**config.mk**
```make
export PLATFORM = sky130hd
export DESIGN_NAME = int_exec
export DESIGN_NICKNAME = d
export VERILOG_FILES = /design/src/rv_pkg.sv /design/src/rf_read_if.sv /design/src/alu.sv /design/src/arith.sv /design/src/int_exec.sv /design/src/regfile.sv
export VERILOG_INCLUDE_DIRS = /design/src
export SDC_FILE = /design/constraint.sdc
export NUM_CORES = 2
export LEC_CHECK = 0
export ABC_CLOCK_PERIOD_IN_PS = 5970
export BUFFER_PORTS_ARGS = -buffer_cell sky130_fd_sc_hd__buf_4
export CORE_MARGIN = 2
export CORE_UTILIZATION = 58
export DETAILED_ROUTE_END_ITERATION = 10
export PLACE_DENSITY_LB_ADDON = 0.08
export SETUP_SLACK_MARGIN = 0.2
export SLEW_MARGIN = 30
export SYNTH_ARGS = -nofsm -noshare
export SYNTH_HDL_FRONTEND = slang
export SYNTH_SLANG_ARGS = --single-unit
```
**constraint.sdc**
```tcl
create_clock -name clk_i -period 5.97 [get_ports clk_i]
set_input_delay 0.2985 -clock clk_i [delete_from_list [all_inputs] [get_ports clk_i]]
set_output_delay 0.2985 -clock clk_i [all_outputs]
set_load 0.03 [all_outputs]
```
**src/rv_config.svh**
```systemverilog
// RV32I word width, opcode, funct and ALU operation encodings shared by RTL and testbench
`ifndef RV_CONFIG_SVH
`define RV_CONFIG_SVH

`define XLEN 32

// major opcodes
`define OP_OP     7'b0110011
`define OP_OP_IMM 7'b0010011
`define OP_LUI    7'b0110111
`define OP_AUIPC  7'b0010111
`define OP_JAL    7'b1101111
`define OP_JALR   7'b1100111

// funct3, shared by OP and OP-IMM
`define FUNCT3_ADD_SUB 3'b000
`define FUNCT3_SLL     3'b001
`define FUNCT3_SLT     3'b010
`define FUNCT3_SLTU    3'b011
`define FUNCT3_XOR     3'b100
`define FUNCT3_SR      3'b101
`define FUNCT3_OR      3'b110
`define FUNCT3_AND     3'b111

// funct7, alternate selects SUB and SRA/SRAI
`define FUNCT7_BASE 7'b0000000
`define FUNCT7_ALT  7'b0100000

`define ALU_OP_ADD  4'd0
`define ALU_OP_SUB  4'd1
`define ALU_OP_SLL  4'd2
`define ALU_OP_SLT  4'd3
`define ALU_OP_SLTU 4'd4
`define ALU_OP_XOR  4'd5
`define ALU_OP_SRL  4'd6
`define ALU_OP_SRA  4'd7
`define ALU_OP_OR   4'd8
`define ALU_OP_AND  4'd9
`define ALU_OP_NOP  4'd15

`endif

```
**src/rv_pkg.sv**
```systemverilog
// Vector types for data words, instructions, register indices and ALU codes, imported by all units
`include "rv_config.svh"

package rv_pkg;

    // data word, fixed by the ISA
    typedef logic [`XLEN-1:0] word_t;

    // raw 32-bit instruction
    typedef logic [31:0] inst_t;

    // one of x0..x31
    typedef logic [4:0] reg_addr_t;

    // operation select into the ALU
    typedef logic [3:0] alu_op_t;

endpackage

```
**src/rf_read_if.sv**
```systemverilog
// Two combinational register read ports between the arithmetic unit and the register file
`timescale 1ns/1ps

interface rf_read_if import rv_pkg::*; ();

    reg_addr_t rs1_addr;
    reg_addr_t rs2_addr;
    word_t     rs1_value;
    word_t     rs2_value;

    // arithmetic unit side
    modport requester (
        output rs1_addr,
        output rs2_addr,
        input  rs1_value,
        input  rs2_value
    );

    // register file side
    modport responder (
        input  rs1_addr,
        input  rs2_addr,
        output rs1_value,
        output rs2_value
    );

endinterface

```
**src/alu.sv**
```systemverilog
// Combinational RV32I ALU, one operation per cycle selected by the ALU operation code
`timescale 1ns/1ps
`include "rv_config.svh"

module alu import rv_pkg::*; (
    input  word_t   alu_op1_i,
    input  word_t   alu_op2_i,
    input  alu_op_t alu_func_i,
    output word_t   alu_out_o
);

    logic [4:0] shamt;
    logic       lt_signed;
    logic       lt_unsigned;

    // shifts only look at the low five bits
    assign shamt       = alu_op2_i[4:0];
    assign lt_signed   = $signed(alu_op1_i) < $signed(alu_op2_i);
    assign lt_unsigned = alu_op1_i < alu_op2_i;

    always_comb begin
        case (alu_func_i)
            `ALU_OP_ADD:  alu_out_o = alu_op1_i + alu_op2_i;
            `ALU_OP_SUB:  alu_out_o = alu_op1_i - alu_op2_i;
            `ALU_OP_SLL:  alu_out_o = alu_op1_i << shamt;
            `ALU_OP_SLT:  alu_out_o = word_t'(lt_signed);
            `ALU_OP_SLTU: alu_out_o = word_t'(lt_unsigned);
            `ALU_OP_XOR:  alu_out_o = alu_op1_i ^ alu_op2_i;
            `ALU_OP_SRL:  alu_out_o = alu_op1_i >> shamt;
            `ALU_OP_SRA:  alu_out_o = word_t'($signed(alu_op1_i) >>> shamt);
            `ALU_OP_OR:   alu_out_o = alu_op1_i | alu_op2_i;
            `ALU_OP_AND:  alu_out_o = alu_op1_i & alu_op2_i;
            // NOP and unused codes
            default:      alu_out_o = '0;
        endcase
    end

endmodule

```
**src/arith.sv**
```systemverilog
// Arithmetic unit: decodes an issued instruction, selects ALU operands and registers the writeback
`timescale 1ns/1ps
`include "rv_config.svh"

module arith import rv_pkg::*; (
    input  logic      clk_i,
    input  logic      rst_i,
    input  logic      issue_valid_i,
    input  word_t     pc_i,
    input  inst_t     inst_i,
    rf_read_if.requester rd_port,
    output word_t     alu_op1_o,
    output word_t     alu_op2_o,
    output alu_op_t   alu_func_o,
    input  word_t     alu_out_i,
    output logic      writeback_valid_o,
    output reg_addr_t writeback_rd_o,
    output word_t     writeback_value_o
);

    // ******************************************************************
    // instruction fields
    // ******************************************************************

    logic [6:0] opcode;
    logic [2:0] funct3;
    logic [6:0] funct7;
    reg_addr_t  rd;
    reg_addr_t  rs1;
    reg_addr_t  rs2;
    logic [4:0] shamt;
    word_t      imm_i;
    word_t      imm_u;
    logic       f7_base;
    logic       f7_alt;
    alu_op_t    base_func;
    logic       inst_legal;

    assign opcode = inst_i[6:0];
    assign rd     = inst_i[11:7];
    assign funct3 = inst_i[14:12];
    assign rs1    = inst_i[19:15];
    assign rs2    = inst_i[24:20];
    assign funct7 = inst_i[31:25];
    assign shamt  = inst_i[24:20];

    assign imm_i = {{20{inst_i[31]}}, inst_i[31:20]};
    assign imm_u = {inst_i[31:12], 12'b0};

    assign f7_base = (funct7 == `FUNCT7_BASE);
    assign f7_alt  = (funct7 == `FUNCT7_ALT);

    // operand values come back in the same cycle
    assign rd_port.rs1_addr = rs1;
    assign rd_port.rs2_addr = rs2;

    // ******************************************************************
    // operation and operand select
    // ******************************************************************

    // funct3 to ALU code, common to OP and OP-IMM
    always_comb begin
        case (funct3)
            `FUNCT3_ADD_SUB: begin
                // SUB only exists in register-register form
                if (opcode == `OP_OP && f7_alt) begin
                    base_func = `ALU_OP_SUB;
                end else begin
                    base_func = `ALU_OP_ADD;
                end
            end
            `FUNCT3_SLL:  base_func = `ALU_OP_SLL;
            `FUNCT3_SLT:  base_func = `ALU_OP_SLT;
            `FUNCT3_SLTU: base_func = `ALU_OP_SLTU;
            `FUNCT3_XOR:  base_func = `ALU_OP_XOR;
            `FUNCT3_SR:   base_func = f7_alt ? `ALU_OP_SRA : `ALU_OP_SRL;
            `FUNCT3_OR:   base_func = `ALU_OP_OR;
            default:      base_func = `ALU_OP_AND;
        endcase
    end

    always_comb begin
        alu_op1_o  = rd_port.rs1_value;
        alu_op2_o  = rd_port.rs2_value;
        alu_func_o = `ALU_OP_NOP;
        inst_legal = 1'b0;
        case (opcode)
            `OP_OP: begin
                alu_func_o = base_func;
                if (funct3 == `FUNCT3_ADD_SUB || funct3 == `FUNCT3_SR) begin
                    inst_legal = f7_base || f7_alt;
                end else begin
                    inst_legal = f7_base;
                end
            end
            `OP_OP_IMM: begin
                alu_func_o = base_func;
                alu_op2_o  = imm_i;
                case (funct3)
                    `FUNCT3_SLL: begin
                        alu_op2_o  = word_t'(shamt);
                        inst_legal = f7_base;
                    end
                    `FUNCT3_SR: begin
                        alu_op2_o  = word_t'(shamt);
                        inst_legal = f7_base || f7_alt;
                    end
                    default: inst_legal = 1'b1;
                endcase
            end
            `OP_LUI: begin
                alu_op1_o  = imm_u;
                alu_op2_o  = '0;
                alu_func_o = `ALU_OP_ADD;
                inst_legal = 1'b1;
            end
            `OP_AUIPC: begin
                alu_op1_o  = pc_i;
                alu_op2_o  = imm_u;
                alu_func_o = `ALU_OP_ADD;
                inst_legal = 1'b1;
            end
            `OP_JAL, `OP_JALR: begin
                // link value only, the target is computed elsewhere
                alu_op1_o  = pc_i;
                alu_op2_o  = word_t'(4);
                alu_func_o = `ALU_OP_ADD;
                inst_legal = (opcode == `OP_JAL) || (funct3 == 3'b000);
            end
            default: begin
                alu_op1_o = '0;
                alu_op2_o = '0;
            end
        endcase
    end

    // ******************************************************************
    // writeback register
    // ******************************************************************

    always_ff @(posedge clk_i) begin
        if (rst_i) begin
            writeback_valid_o <= 1'b0;
        end else begin
            writeback_valid_o <= issue_valid_i && inst_legal;
        end
    end

    always_ff @(posedge clk_i) begin
        writeback_rd_o    <= rd;
        writeback_value_o <= alu_out_i;
    end

endmodule

```
**src/int_exec.sv**
```systemverilog
// Integer execute slice top level: register file, arithmetic unit and ALU behind plain ports
`timescale 1ns/1ps

module int_exec import rv_pkg::*; (
    input  logic      clk_i,
    input  logic      rst_i,
    input  logic      issue_valid_i,
    input  word_t     pc_i,
    input  inst_t     inst_i,
    output logic      writeback_valid_o,
    output reg_addr_t writeback_rd_o,
    output word_t     writeback_value_o
);

    word_t   alu_op1;
    word_t   alu_op2;
    alu_op_t alu_func;
    word_t   alu_out;

    rf_read_if rf_rd ();

    // writeback also retires into the register file
    regfile regfile_i (
        .clk_i     (clk_i),
        .rst_i     (rst_i),
        .rd_port   (rf_rd.responder),
        .wr_en_i   (writeback_valid_o),
        .wr_addr_i (writeback_rd_o),
        .wr_data_i (writeback_value_o)
    );

    arith arith_i (
        .clk_i             (clk_i),
        .rst_i             (rst_i),
        .issue_valid_i     (issue_valid_i),
        .pc_i              (pc_i),
        .inst_i            (inst_i),
        .rd_port           (rf_rd.requester),
        .alu_op1_o         (alu_op1),
        .alu_op2_o         (alu_op2),
        .alu_func_o        (alu_func),
        .alu_out_i         (alu_out),
        .writeback_valid_o (writeback_valid_o),
        .writeback_rd_o    (writeback_rd_o),
        .writeback_value_o (writeback_value_o)
    );

    alu alu_i (
        .alu_op1_i  (alu_op1),
        .alu_op2_i  (alu_op2),
        .alu_func_i (alu_func),
        .alu_out_o  (alu_out)
    );

endmodule

```
**src/regfile.sv**
```systemverilog
// 32-entry integer register file, two combinational read ports and one clocked write port
`timescale 1ns/1ps

module regfile import rv_pkg::*; (
    input  logic      clk_i,
    input  logic      rst_i,
    rf_read_if.responder rd_port,
    input  logic      wr_en_i,
    input  reg_addr_t wr_addr_i,
    input  word_t     wr_data_i
);

    // x0 has no storage
    word_t regs [1:31];

    always_ff @(posedge clk_i) begin
        if (rst_i) begin
            for (int i = 1; i < 32; i++) begin
                regs[i] <= '0;
            end
        end else if (wr_en_i && wr_addr_i != '0) begin
            regs[wr_addr_i] <= wr_data_i;
        end
    end

    // write-first read, so the next issue sees the value retiring this cycle
    function automatic word_t read_reg(input reg_addr_t addr);
        word_t value;
        if (addr == '0) begin
            value = '0;
        end else if (wr_en_i && wr_addr_i == addr) begin
            value = wr_data_i;
        end else begin
            value = regs[addr];
        end
        return value;
    endfunction

    always_comb begin
        rd_port.rs1_value = read_reg(rd_port.rs1_addr);
        rd_port.rs2_value = read_reg(rd_port.rs2_addr);
    end

endmodule

```
==> impl_metrics.toml <==
[synth]
ys_async_sr_fraction_pct = 0
synth_area_per_cell_sq_um = 12.25
synth_top_area_cell = "edfxtp_1"
synth_area_sq_mm = 0.06583
ys_warn_count = 0
yosys-top-cells-area = "edfxtp_1, mux4_2, and2_1, mux2i_1, a22oi_1"
ys_seq_area_share_pct = 47.87
ys_types = 96
syn_inst = 5376
synth-edff-count = 1024
ys_ff_latch = 1062
synth_top_flop_cell = "edfxtp_1"
synth_top_area_share_pct = 46.71

[sta]
hold_viol = 0
setup_violations = 0
tightest_slew_ps = 1148
post-route-period-util_pct = 95.97
relSlewSlack_pct = 23.47
fin_skew_ps = 57.64
maxSlewViolCount = 0
fmax_mhz = 174.5
period_needed_ps = 5729
rsz0062_at_grt = "true"
setup_ws_ps = 240.6

[worst_setup_path]
path_class = "reg2reg"
slowest_delay_ps = 390
cp-startpoint = "arith_i.writeback_rd_o[3]"
cpMostUsedCell = "buf_4"
crit_slowest_cell = "a2111oi_1"
critical_path_required_ps = 6580
r2r_start = "arith_i.writeback_rd_o[3]"
cp-start-kind = "register"
worst-path-max-fanout = 18
arrival_ps = 6340
crit_family = "buffers and inverters"
path_buf_inv = 9
end_kind = "register"

[clocking]
cts_max_level = 3
clock_sinks = 1062
clkTransAtPathRegs_ps = 70
cts_tree = "done"
cts_buffers = 111
cts_buffer_depth = 3
clock-root-buffer = "clkbuf_16"
clk_latency_ps = 740

[placement]
place_inst = 7166
gp_congestion = 1.087
place_ws_ps = -519.9
portBuffers = 104
hpwl_microns = 192500

[floorplan]
die_w_microns = 340.9
die_h_microns = 340.9
io_pins = 105
design.core.area_sq_mm = 0.1125
dieArea_sq_mm = 0.1162
start_util_pct = 58.52
row_count = 123

[power]
p_sw_share_pct = 26.24
power.internal_mw = 13.19
p_seq_share_pct = 47.8
combPwrFrac_pct = 13.4
power.density_mw_per_mm2 = 235.5
p_leak_nw = 29.60
vdd_drop_max_mv = 0.2656
net-switching-power_mw = 4.691
pwr-share-clk_pct = 38.8

[drt]
via_per_inst = 7.321
met3_length_microns = 43950
dr.max_layer_used = "met5"
wl_per_cell_microns = 38.07
drc = 0
met1_length_microns = 95080
dr.pass1.iters = 9
num_vias = 54030
ant_nets = 0
detail_route.wirelength_microns = 280900
drt-initial-drc-count = 9396
wl_met2_microns = 119500

[cells_and_area]
stdcell_count = 7380
area_growth_pct = 15.34
layout-drive-gt1-share_pct = 25.11
fillers = 8272
nets = 5955

[grt]
grt_max_degree = 60
grt_pass1_vias = 51810
grt-ovfl-total = 0
grt_util_all_layers_pct = 47.73
grt_pass1_wl_microns = 388800
antenna_found_initial = 22

[outcome]
outcome = "completed"

[hold_path]
hp-class = "in2reg"
min_from = "rst_i"

[job]
cap_viol_max_count = 0
## final cells by class
class | count | area [sq um] | share of cell area [%]
Tap cell | 1500 | 1877 | 2.472
Clock buffer | 139 | 2924 | 3.851
Clock inverter | 59 | 593.1 | 0.7811
Sequential cell | 1062 | 31520 | 41.51
Timing Repair Buffer | 778 | 6394 | 8.421
Multi-Input combinational cell | 3737 | 32240 | 42.46
Inverter | 98 | 367.9 | 0.4845
Antenna cell | 7 | 17.52 | 0.02307
## worst register-to-register path, delay by kind of cell (launching register included)
family | cells | cell delay, ps
simple gates | 9 | 1650
flops | 1 | 370
fa+ha+maj | 1 | 310
xor+xnor | 1 | 140
buf+inv | 9 | 1690
compound gates | 7 | 1450
## sequential cells by signal (all words and copies together), names as in the netlist
name / flops
regfile_i.regs: 1024
arith_i.writeback_value_o: 32
arith_i.writeback_rd_o: 5
arith_i.writeback_valid_o: 1
## routing by layer
| layer | up-vias | GRT usage, % |
|---|---|---|
| li1 | 21280 | - |
| met2 | 5010 | 68.70 |
| met4 | 16 | 30.86 |
| met5 | - | 0 |
| met3 | 1149 | 17.19 |
| met1 | 26580 | 61.29 |
## timing repair
| action | in CTS | in global routing |
|---|---|---|
| pin swaps | 1 | 3 |
| setup buffers | 0 | 1 |
| endpoints found under the hold margin | 6 | 0 |
| cloned | 0 | 0 |
| hold buffers | 6 | 0 |
| endpoints found under the setup margin | 8 | 14 |
| resized for setup | 8 | 22 |
## Yosys cell counts, types with 10 or more instances
library cell / instances
dfxtp_1: 38
a221oi_1: 48
a222oi_1: 19
or2_2: 43
buf_6: 10
mux2i_1: 413
xnor2_1: 11
mux4_2: 382
o211ai_1: 32
a22oi_1: 176
o22ai_1: 45
o21a_1: 26
or3_1: 16
a22o_1: 24
and3_1: 14
nand2_1: 255
o221ai_1: 16
nand3_1: 113
o21ai_0: 113
nand2b_1: 22
and2_1: 1003
inv_1: 93
a211oi_1: 63
o21bai_1: 20
a21oi_1: 139
ha_1: 98
nor3_1: 59
nor4_1: 18
nand4_1: 25
buf_2: 81
a2111oi_0: 12
nor2_1: 214
a31oi_1: 25
nor2b_1: 19
clkbuf_1: 345
mux2_2: 26
edfxtp_1: 1024
o31ai_1: 15
buf_1: 37
a32oi_1: 12
nand3b_1: 11
a21o_1: 20
mux4_1: 16
a211o_1: 11
buf_4: 31
## power by group through the flow
stage / clock network, mW / registers, mW / logic [mW]
CTS: 6.89 / 8.54 / 2.28
finish: 6.93 / 8.55 / 2.40
global placement: 0 / 8.67 / 2.26
detailed placement: 0 / 8.69 / 2.27
global route: 7.18 / 8.56 / 2.43
floorplan: 0 / 8.64 / 1.24
## logic make-up (layout without fill, tap and decap cells)
kind of cell | count (synthesis) | after routing | share of synthesized area (%)
other cells | 1 | 39 | 0.005697
fa+ha+maj | 100 | 100 | 1.923
xor+xnor | 17 | 17 | 0.2262
mux | 844 | 844 | 20.66
compound gates | 896 | 896 | 9.655
buf+inv | 608 | 1074 | 4.060
flops | 1062 | 1062 | 47.87
simple gates | 1848 | 1848 | 15.60
## final timing paths
check                             endpoint  slack, ps  depth (start not counted)
max          arith_i.writeback_value_o[25]        240                         27
min              arith_i.writeback_valid_o         60                          2
max reg2reg  arith_i.writeback_value_o[25]        240                         27
min reg2reg         regfile_i.regs[25][11]        630                          1
## cell usage in the layout (no fill, tap or decap), drive strengths merged, types with 114 or more instances in the layout
| cell | synthesis | routed |
|---|---|---|
| and2 | 1003 | 1003 |
| mux2i | 413 | 413 |
| nand2 | 255 | 255 |
| a22oi | 177 | 177 |
| a21oi | 140 | 140 |
| o21ai | 114 | 114 |
| edfxtp | 1024 | 1024 |
| clkbuf | 345 | 139 |
| mux4 | 403 | 403 |
| nor2 | 214 | 214 |
| buf | 165 | 772 |
## metrics by stage
stage                     instance area (sq um)  total power, mW  hold slack (ps)  util (%)  TNS, ps
after detailed placement                  72170            10.96            404.1     64.15    -2461
final                                     75930            17.88            57.08     67.49        0
after global placement                    72150            10.93            403.1     64.14    -4801
after floorplan                           65990            9.876            326.2         -        0
after CTS                                 75780            17.71            11.61     67.36        0
after global routing                      75910            18.17            59.09     67.48        0
No activity file was read; power rests on OpenSTA's default activity.
